$ cat src/regblk_pkg.sv
package regblk_pkg;

  // Bus widths.
  localparam int ADDR_W = 16;
  localparam int DATA_W = 32;
  localparam int STRB_W = DATA_W / 8;

  typedef logic [ADDR_W-1:0] addr_t;
  typedef logic [DATA_W-1:0] data_t;
  typedef logic [STRB_W-1:0] strb_t;

  // Register offsets from the block base address.
  localparam addr_t CTRL_OFS   = 16'h0000;
  localparam addr_t STATUS_OFS = 16'h0004;
  localparam addr_t IRQ_OFS    = 16'h0008;
  localparam addr_t TRIG_OFS   = 16'h000C;

  // Control payload. The map places level in byte 1.
  typedef struct packed {
    logic [3:0] level;
    logic [1:0] mode;
    logic       spare;
    logic       enable;
  } ctrl_t;

  typedef logic [7:0] status_t;
  typedef logic [3:0] irq_t;
  typedef logic [3:0] trig_t;

  localparam ctrl_t CTRL_RESET = '{
    level:  4'd5,
    mode:   2'd2,
    spare:  1'b0,
    enable: 1'b0
  };

  // Read data for an access that hits no register.
  localparam data_t DEFAULT_RDATA = 32'hDEAD_BEAF;

  typedef enum logic [1:0] {
    ACC_RW,
    ACC_W1C,
    ACC_WTRIG
  } access_e;

endpackage

$ cat src/regblk_field.sv
`timescale 1ns/1ns

module regblk_field
  import regblk_pkg::*;
#(
  parameter type     T           = logic [7:0],
  parameter access_e ACCESS      = ACC_RW,
  parameter T        RESET_VALUE = '0
) (
  input  logic clk,
  input  logic i_arst_n,
  input  logic i_write,
  input  T     i_wdata,
  input  T     i_wmask,
  input  T     i_hw_set,
  output T     o_value
);

  T value_q;
  T wbits;
  T clr_bits;

  // Only the strobed bits of a write take part.
  assign wbits = i_wdata & i_wmask;

  // Written ones clear interrupt bits.
  assign clr_bits = i_write ? wbits : T'('0);

  always_ff @(posedge clk or negedge i_arst_n) begin
    if (!i_arst_n) begin
      value_q <= RESET_VALUE;
    end else begin
      case (ACCESS)
        ACC_RW: begin
          if (i_write) begin
            value_q <= (value_q & ~i_wmask) | wbits;
          end
        end
        ACC_W1C: begin
          // Hardware set wins over a clear in the same cycle.
          value_q <= (value_q & ~clr_bits) | i_hw_set;
        end
        ACC_WTRIG: begin
          value_q <= i_write ? wbits : T'('0);
        end
        default: begin
          value_q <= value_q;
        end
      endcase
    end
  end

  assign o_value = value_q;

endmodule

$ cat src/regblk_apb_adapter.sv
`timescale 1ns/1ns

module regblk_apb_adapter
  import regblk_pkg::*;
(
  input  logic  clk,
  input  logic  i_arst_n,

  // APB completer side.
  input  logic  i_psel,
  input  logic  i_penable,
  input  addr_t i_paddr,
  input  logic  i_pwrite,
  input  strb_t i_pstrb,
  input  data_t i_pwdata,
  output logic  o_pready,
  output data_t o_prdata,
  output logic  o_pslverr,

  // Request towards the register map.
  output logic  o_req_valid,
  output addr_t o_req_addr,
  output logic  o_req_write,
  output strb_t o_req_strb,
  output data_t o_req_wdata,

  // Response from the register map.
  input  logic  i_rsp_valid,
  input  data_t i_rsp_rdata,
  input  logic  i_rsp_err
);

  logic  setup;
  logic  req_valid_q;
  addr_t req_addr_q;
  logic  req_write_q;
  strb_t req_strb_q;
  data_t req_wdata_q;

  // Setup phase of an APB transfer.
  assign setup = i_psel & ~i_penable;

  always_ff @(posedge clk or negedge i_arst_n) begin
    if (!i_arst_n) begin
      req_valid_q <= 1'b0;
    end else begin
      req_valid_q <= setup;
    end
  end

  // Transfer fields are captured once per transfer.
  always_ff @(posedge clk) begin
    if (setup) begin
      req_addr_q  <= i_paddr;
      req_write_q <= i_pwrite;
      req_strb_q  <= i_pwrite ? i_pstrb : '0;
      req_wdata_q <= i_pwdata;
    end
  end

  assign o_req_valid = req_valid_q;
  assign o_req_addr  = req_addr_q;
  assign o_req_write = req_write_q;
  assign o_req_strb  = req_strb_q;
  assign o_req_wdata = req_wdata_q;

  // The response completes the transfer in the same cycle.
  assign o_pready  = i_rsp_valid;
  assign o_prdata  = i_rsp_valid ? i_rsp_rdata : '0;
  assign o_pslverr = i_rsp_valid & i_rsp_err;

endmodule

$ cat src/regblk_map.sv
`timescale 1ns/1ns

module regblk_map
  import regblk_pkg::*;
#(
  parameter addr_t BASE_ADDR = 16'h1000
) (
  input  logic    clk,
  input  logic    i_arst_n,

  input  logic    i_req_valid,
  input  addr_t   i_req_addr,
  input  logic    i_req_write,
  input  strb_t   i_req_strb,
  input  data_t   i_req_wdata,

  output logic    o_rsp_valid,
  output data_t   o_rsp_rdata,
  output logic    o_rsp_err,

  input  status_t i_status,
  input  irq_t    i_irq_set,
  output ctrl_t   o_ctrl,
  output irq_t    o_irq,
  output trig_t   o_trigger
);

  addr_t offset;
  data_t bit_mask;
  logic  sel_ctrl;
  logic  sel_status;
  logic  sel_irq;
  logic  sel_trig;
  logic  hit;
  logic  wr_ctrl;
  logic  wr_irq;
  logic  wr_trig;
  data_t rdata_mux;
  logic  rsp_valid_q;
  data_t rsp_rdata_q;
  logic  rsp_err_q;

  // Bus word to control fields.
  function automatic ctrl_t data_to_ctrl(data_t d);
    ctrl_t c;
    c.enable = d[0];
    c.spare  = 1'b0;
    c.mode   = d[5:4];
    c.level  = d[11:8];
    return c;
  endfunction

  // Control fields to bus word, unused bits read zero.
  function automatic data_t ctrl_to_data(ctrl_t c);
    data_t d;
    d       = '0;
    d[0]    = c.enable;
    d[5:4]  = c.mode;
    d[11:8] = c.level;
    return d;
  endfunction

  assign offset = i_req_addr - BASE_ADDR;

  assign sel_ctrl   = (offset == CTRL_OFS);
  assign sel_status = (offset == STATUS_OFS);
  assign sel_irq    = (offset == IRQ_OFS);
  assign sel_trig   = (offset == TRIG_OFS);
  assign hit        = sel_ctrl | sel_status | sel_irq | sel_trig;

  always_comb begin
    for (int i = 0; i < STRB_W; i++) begin
      bit_mask[i*8 +: 8] = {8{i_req_strb[i]}};
    end
  end

  assign wr_ctrl = i_req_valid & i_req_write & sel_ctrl;
  assign wr_irq  = i_req_valid & i_req_write & sel_irq;
  assign wr_trig = i_req_valid & i_req_write & sel_trig;

  regblk_field #(
    .T           (ctrl_t),
    .ACCESS      (ACC_RW),
    .RESET_VALUE (CTRL_RESET)
  ) ctrl_i (
    .clk      (clk),
    .i_arst_n (i_arst_n),
    .i_write  (wr_ctrl),
    .i_wdata  (data_to_ctrl(i_req_wdata)),
    .i_wmask  (data_to_ctrl(bit_mask)),
    .i_hw_set ('0),
    .o_value  (o_ctrl)
  );

  regblk_field #(
    .T           (irq_t),
    .ACCESS      (ACC_W1C),
    .RESET_VALUE ('0)
  ) irq_i (
    .clk      (clk),
    .i_arst_n (i_arst_n),
    .i_write  (wr_irq),
    .i_wdata  (i_req_wdata[3:0]),
    .i_wmask  (bit_mask[3:0]),
    .i_hw_set (i_irq_set),
    .o_value  (o_irq)
  );

  regblk_field #(
    .T           (trig_t),
    .ACCESS      (ACC_WTRIG),
    .RESET_VALUE ('0)
  ) trig_i (
    .clk      (clk),
    .i_arst_n (i_arst_n),
    .i_write  (wr_trig),
    .i_wdata  (i_req_wdata[3:0]),
    .i_wmask  (bit_mask[3:0]),
    .i_hw_set ('0),
    .o_value  (o_trigger)
  );

  // Trigger reads as zero.
  always_comb begin
    rdata_mux = DEFAULT_RDATA;
    if (sel_ctrl) begin
      rdata_mux = ctrl_to_data(o_ctrl);
    end else if (sel_status) begin
      rdata_mux = {{(DATA_W-8){1'b0}}, i_status};
    end else if (sel_irq) begin
      rdata_mux = {{(DATA_W-4){1'b0}}, o_irq};
    end else if (sel_trig) begin
      rdata_mux = '0;
    end
  end

  always_ff @(posedge clk or negedge i_arst_n) begin
    if (!i_arst_n) begin
      rsp_valid_q <= 1'b0;
    end else begin
      rsp_valid_q <= i_req_valid;
    end
  end

  always_ff @(posedge clk) begin
    if (i_req_valid) begin
      rsp_rdata_q <= i_req_write ? '0 : rdata_mux;
      rsp_err_q   <= ~hit;
    end
  end

  assign o_rsp_valid = rsp_valid_q;
  assign o_rsp_rdata = rsp_rdata_q;
  assign o_rsp_err   = rsp_err_q;

endmodule

$ cat src/regblk_top.sv
`timescale 1ns/1ns

module regblk_top
  import regblk_pkg::*;
#(
  parameter addr_t BASE_ADDR = 16'h1000
) (
  input  logic    clk,
  input  logic    i_arst_n,
  input  logic    i_psel,
  input  logic    i_penable,
  input  addr_t   i_paddr,
  input  logic    i_pwrite,
  input  strb_t   i_pstrb,
  input  data_t   i_pwdata,
  output logic    o_pready,
  output data_t   o_prdata,
  output logic    o_pslverr,
  input  status_t i_status,
  input  irq_t    i_irq_set,
  output ctrl_t   o_ctrl,
  output irq_t    o_irq,
  output trig_t   o_trigger
);

  logic  req_valid;
  addr_t req_addr;
  logic  req_write;
  strb_t req_strb;
  data_t req_wdata;
  logic  rsp_valid;
  data_t rsp_rdata;
  logic  rsp_err;

  regblk_apb_adapter adapter_i (
    .clk         (clk),
    .i_arst_n    (i_arst_n),
    .i_psel      (i_psel),
    .i_penable   (i_penable),
    .i_paddr     (i_paddr),
    .i_pwrite    (i_pwrite),
    .i_pstrb     (i_pstrb),
    .i_pwdata    (i_pwdata),
    .o_pready    (o_pready),
    .o_prdata    (o_prdata),
    .o_pslverr   (o_pslverr),
    .o_req_valid (req_valid),
    .o_req_addr  (req_addr),
    .o_req_write (req_write),
    .o_req_strb  (req_strb),
    .o_req_wdata (req_wdata),
    .i_rsp_valid (rsp_valid),
    .i_rsp_rdata (rsp_rdata),
    .i_rsp_err   (rsp_err)
  );

  regblk_map #(
    .BASE_ADDR (BASE_ADDR)
  ) map_i (
    .clk         (clk),
    .i_arst_n    (i_arst_n),
    .i_req_valid (req_valid),
    .i_req_addr  (req_addr),
    .i_req_write (req_write),
    .i_req_strb  (req_strb),
    .i_req_wdata (req_wdata),
    .o_rsp_valid (rsp_valid),
    .o_rsp_rdata (rsp_rdata),
    .o_rsp_err   (rsp_err),
    .i_status    (i_status),
    .i_irq_set   (i_irq_set),
    .o_ctrl      (o_ctrl),
    .o_irq       (o_irq),
    .o_trigger   (o_trigger)
  );

endmodule

$ cat config.mk
export PLATFORM = sky130hd
export DESIGN_NAME = regblk_top
export DESIGN_NICKNAME = d
export VERILOG_FILES = /design/src/regblk_pkg.sv /design/src/regblk_field.sv /design/src/regblk_apb_adapter.sv /design/src/regblk_map.sv /design/src/regblk_top.sv
export SDC_FILE = /design/constraint.sdc
export NUM_CORES = 1
export LEC_CHECK = 0
export ABC_AREA = 1
export BUFFER_PORTS_ARGS = -buffer_cell sky130_fd_sc_hd__buf_2
export CAP_MARGIN = 5
export CORE_ASPECT_RATIO = 1.2
export CORE_MARGIN = 8
export CORE_UTILIZATION = 40
export CTS_CLUSTER_DIAMETER = 200
export DETAILED_ROUTE_END_ITERATION = 8
export PLACE_DENSITY = 0.72
export SLEW_MARGIN = 30
export SYNTH_ARGS = -nofsm -noshare
export SYNTH_HDL_FRONTEND = slang
export SYNTH_SLANG_ARGS = --single-unit
$ cat constraint.sdc
create_clock -name clk -period 1.3 [get_ports clk]
set_input_delay 0.065 -clock clk [delete_from_list [all_inputs] [get_ports clk]]
set_output_delay 0.065 -clock clk [all_outputs]
set_load 0.02 [all_outputs]
* Yosys cells after proc, flatten, opt, wreduce, memory -nomap -nowiden
Index checks and enable logic that the tools add are counted.
** Storage, ports and cells
- Flip-flop bits (word level) :: 82
- Bits in latches :: 0
- Bits in writable memories :: 0
- ROM bits :: 0
- Input bits :: 69
- Output and inout port bits :: 50
- Word-level logic and storage cells :: 49
- Memories kept :: 0
** Operators by class
- Add/sub/neg operators :: 1
- $mul :: 0
- Divide/modulo/power cells :: 0
- $lt $le $gt $ge :: 0
- Eq/ne operators :: 3
- Shift-type cells :: 0
- Muxes and demuxes :: 7
- Bitwise logic cells :: 19
- Reductions and logical operators :: 3
** Operators with widths (count)
- 32-bit two-way mux :: 2
- 12-bit two-way mux :: 3
- 16-bit by 4-bit == test with 1-bit output, second input constant :: 2
- 8-bit AND :: 2
- 16-bit by 3-bit == test with 1-bit output, second input constant :: 1
- 16-bit zero test :: 1
- 16-bit by 13-bit subtractor with 16-bit output, second input constant :: 1
- 4-bit AND :: 2
- 4-bit two-way mux :: 2
- 8-bit inverter :: 1
- 8-bit OR :: 1
- 1-bit AND :: 6
- 4-bit inverter :: 1
- 4-bit OR :: 1
- 4-bit OR reduction :: 1
- 1-bit OR :: 3
- 1-bit inverter :: 2
- 2-bit OR reduction :: 1

* Logic depth before layout (Yosys ltp)
- Word-level depth :: 7
- Gate-level depth with buffers :: 9

* Modules after synthesis
A second synthesis with hierarchy kept.
** Second synthesis, totals
- Cell total of the unflattened synthesis :: 332
- Area total of the unflattened synthesis :: 3684.8 µm²
** Modules (own cells, without submodules)
- regblk_apb_adapter :: times used 1, cells an instance 135, area each 1983.2 µm²
- regblk_map :: times used 1, cells an instance 122, area each 1017.2 µm²
- regblk_field at map_i.ctrl_i :: times used 1, cells an instance 42, area each 385.4 µm²
- regblk_field at map_i.irq_i :: times used 1, cells an instance 20, area each 165.2 µm²
- regblk_field at map_i.trig_i :: times used 1, cells an instance 13, area each 133.9 µm²

* Worst setup path before layout
Ideal clock, no wire load.
- Path kind :: input-to-reg
- Start :: in i_psel
- End :: reg adapter_i.req_addr_q[0], in the netlist adapter_i.o_req_addr[0] (enable)
- Data arrival time :: 1.354 ns
- Slack :: -0.470 ns
- Cell stages on the path :: 2
- Path buffers :: 0
- Cells stage by stage :: inv_1 nor2_1
** Between the ends
- Longest elaborated chain between the ends :: 1
** RTL lines
- from (decl) :: line regblk_top.sv:10 : input logic i_psel,
- 1-bit AND :: line regblk_apb_adapter.sv:41 : assign setup = i_psel & ~i_penable;
- net adapter_i.setup :: line regblk_apb_adapter.sv:33 : logic setup;
- to (signal assigned) :: line regblk_apb_adapter.sv:54 : req_addr_q <= i_paddr;
- to (decl) :: line regblk_apb_adapter.sv:35 : addr_t req_addr_q;
The timed path passes the listed nets, and every way through them passes these cells.
A chain may end at the register's enable or synchronous reset.

* Worst setup path in the final report
- Start :: reg adapter_i.req_addr_q[10], in the netlist adapter_i.o_req_addr[10]
- End :: reg map_i.rsp_rdata_q[0], in the netlist map_i.o_rsp_rdata[0], data pin
** Between the ends
- Longest elaborated chain between the ends :: 6
- Elaborated cells between the ends (all ways) :: 9
- Those cells by class :: add/sub: 1; eq/ne: 3; mux: 4; reduce/logical: 1
** RTL lines
- 16-bit by 13-bit subtractor with 16-bit output * :: line regblk_map.sv:63 : assign offset = i_req_addr - BASE_ADDR;
- 16-bit by 4-bit == test with 1-bit output :: line regblk_map.sv:68 : assign sel_trig = (offset == TRIG_OFS);
- 32-bit two-way mux :: line regblk_map.sv:132 : end else if (sel_trig) begin
- 12-bit two-way mux :: line regblk_map.sv:130 : end else if (sel_irq) begin
- 12-bit two-way mux :: line regblk_map.sv:128 : end else if (sel_status) begin
- 12-bit two-way mux * :: line regblk_map.sv:126 : if (sel_ctrl) begin
- to (signal assigned) :: line regblk_map.sv:147 : rsp_rdata_q <= i_req_write ? '0 : rdata_mux;
- to (decl) :: line regblk_map.sv:40 : data_t rsp_rdata_q;
Every way passes the cells marked *; elsewhere a longest branch is shown, timed or not.

==> run metrics <==
outcome=finished with violations; violations in the final reports=negative setup slack; number of clock sinks=60; global-route total usage across every layer=13.5%; dominant combinational cell family by area after synthesis=simple AND/OR/NAND/NOR gates; worst reg2reg setup slack=-200 ps; horizontal die dimension=90.7 um; max-cap violation count=0; sequential share of the synthesized area=64.3%; number of global-route vias before repair=2148; mean number of vias per cell=4.44; Max Buffers Root-to-Sink=2; length in cells of the worst reg-to-reg path=9; largest stage delay on the critical path=370 ps; worst endpoint data arrival time=1580 ps; crit path cell chain=nor2_1 -> nand2_1 -> nor2_4 -> buf_12 -> nand2_2 -> nand2_4 -> nor2_4 -> nand2_4 -> nand3_2; top library cells by usage in the layout, fill and taps aside=buf_2 (87), nand2_1 (53), edfxtp_1 (43); 1st-pass router iterations=4; FF-to-FF Start=adapter_i.o_req_addr[10]; number of buffer cells added on primary ports=87; Slowest cell on crit path=edfxtp_1; post-detail-place hpwl=4210 um; post-synthesis cell type count=23; final-report hold violation count=0; met2 layer usage reported by global route=23.2%; final max-slew violation count=0; FMAX=0.667 GHz; Top Ports=119; remaining antenna violation count after routing=0; Cells on Worst Hold Path=3; cell row count=32; largest net degree at the start of global routing=31; post-placement setup slack=-204 ps; violation count after the first detailed-routing iteration=42; total number of yosys warnings=0; xor/xnor cell area share of the yosys netlist=0%; met1 Use GR=12.7%; die area=9580 sq um; flops & latches, synth=60; family of cells with the greatest summed delay on the critical path=simple AND/OR/NAND/NOR gates; total standard cell area after synthesis=2680 sq um; Buf/Inv on CP=1; share of layout cells above drive strength 1=45.4%; detailed-route DRC error count=0; starting density of the core=41.5%; overall overflow remaining after global route=0; RSZ-0062 raised after global routing=yes; cell chosen for the clock root=clkbuf_8; Worst Path Max Fanout=7; routed vias=2099; met3 demand-to-capacity share in global routing=6.17%; Adder-Cell Fraction of Synth Area=0%; peak ir drop on the vdd network=986 uV; power density relative to cell area=1070 nW/um^2; routed length per placed instance=13.6 um; Hold Startpoint=i_status[6]; H-tree depth=3; placeable core region=6450 sq um; endpoint of the worst-slack reg-to-reg timing path=map_i.o_rsp_rdata[0]; mean area per synthesized cell=10.8 sq um; required time worst endpoint=1380 ps; Cells after Synth=248; final WL=6420 um; multiplexer area fraction after synthesis=0%; synthesized-area fraction occupied by ao, oa, aoi and oai cells=1.31%; leakage power summed over all cells=1.94 nW; most common cell after layout, fill and taps aside=buf_2; Endpoint, Worst Hold=map_i.o_rsp_rdata[6]; net count of the finished layout=452; crit share post-route=115%; Setup Crit Path Kind=flop to flop; final antenna diode count=0; Min-Delay Path Class=input port to flop; busiest metal layer after global routing=met2; time the final worst path needs with I/O delays and setup=1500 ps; total CTS buffers=9; clock latency at the later pin of the worst-skew pair=330 ps; clk_skew=3.71 ps; crit start category=flop; category of the worst setup path capture point=flop; GPL Wtd Cong=0.791; Die Y=106 um; final non-filler cell area=3950 sq um; antenna violations before repair=0; final setup fails=29; instance area at placement=3220 sq um; fraction of the mapped netlist area in simple logic gates=23.4%; min setup slack post-route=-199 ps; clock slew seen by the registers of the worst setup and hold paths=70 ps; Fillers=507; area added between synthesis and finish=47.4%; clock tree from TritonCTS=done; first-pass GRT wire length=10100 um
==> synth_stat cells <==
library cell   n  area (sq um)
dfrtp_1       14           350
edfxtp_1      43          1290
nor2_4         5          56.3
nand2_1       62           233
nor2_8         1          20.0
inv_1         31           116
buf_6          1          11.3
and3_1         1          6.26
nor2_2         2          12.5
conb_1         1          3.75
nor2_1        15          56.3
o21ai_0        4          20.0
nand4_4        1          21.3
nand2_2        3          18.8
nand4_1        2          12.5
buf_4         20           150
nand3_1       27           135
dfstp_2        3          78.8
nand2_4        3          33.8
a21oi_1        3          15.0
inv_2          2          7.51
clkbuf_1       2          7.51
nand3_2        2          20.0
==> metal layers <==
layer | wire length [um] | part of all wire (%) | up-vias
li1 | - | - | 1045
met1 | 2220 | 35 | 954
met2 | 3360 | 52 | 86
met3 | 657 | 10 | 14
met4 | 185 | 2.9 | 0
met5 | 0 | 0 | -
==> worst max-delay path by stage <==
| stage | from | slack, ps | to | cells after the start |
|---|---|---|---|---|
| 5_1_grt | adapter_i.o_req_addr[10] | -270 | map_i.o_rsp_rdata[1] | 8 |
| 3_5_place_dp | adapter_i.o_req_addr[9] | -200 | map_i.o_rsp_rdata[0] | 8 |
| 4_1_cts | adapter_i.o_req_addr[15] | -170 | map_i.o_rsp_rdata[3] | 8 |
| 2_1_floorplan | adapter_i.o_req_addr[0] | -110 | map_i.o_rsp_rdata[0] | 8 |
| 6_report | adapter_i.o_req_addr[10] | -200 | map_i.o_rsp_rdata[0] | 9 |
| 3_3_place_gp | adapter_i.o_req_addr[9] | -170 | map_i.o_rsp_rdata[5] | 8 |
==> cell type report <==
class | instances | area, sq um | share of cell area [%]
Clock buffer | 9 | 124 | 3.14
Clock inverter | 7 | 67.6 | 1.71
Inverter | 33 | 130 | 3.30
Multi-Input combinational cell | 138 | 823 | 20.9
Sequential cell | 60 | 1720 | 43.6
Tap cell | 85 | 106 | 2.69
Timing Repair Buffer | 140 | 966 | 24.5
Timing Repair inverter | 1 | 7.51 | 0.190
==> timing repair <==
| action | CTS | global route |
|---|---|---|
| hold endpoints to repair | 50 | 0 |
| hold buffers | 34 | 0 |
| gates cloned | 1 | 0 |
| setup endpoints to repair | 43 | 52 |
| pin swaps | 5 | 18 |
| setup buffers | 3 | 1 |
| resized for setup | 25 | 24 |
==> power by group <==
part / total [mW] / internal (mW) / leakage [nW] / switching (mW)
sequential: 2.21 / 2.16 / 0.606 / 0.0479
clock: 1.58 / 0.872 / 0.0926 / 0.710
combinational: 0.431 / 0.194 / 1.24 / 0.237
==> logic make-up (layout without fill, tap and decap cells) <==
logic type             Yosys count  in the layout
AOI/OAI and AO/OA                7              7
other                            1              7
DFF                             60             60
buffers and inverters           56            190
and+or+nand+nor                124            124
==> metrics by stage <==
stage	power (mW)	instances	hold slack, ps	utilization (%)	setup TNS (ps)
6_report	4.22	473	33.9	61.2	-4110
5_1_grt	4.38	473	26.0	61.2	-6870
4_1_cts	4.24	472	22.1	59.8	-3250
3_5_place_dp	2.56	418	15.9	49.9	-3580
3_3_place_gp	2.55	418	12.0	49.9	-2860
2_1_floorplan	2.44	254	-231	-	-919
==> worst register-to-register path: stages (launching register included) <==
cell,delay [ps]
edfxtp_1,370
nor2_1,110
nand2_1,90
nor2_4,160
buf_12,140
nand2_2,60
nand2_4,90
nor2_4,50
nand2_4,90
nand3_2,70
Note: power is estimated with default switching activity, not from simulation.
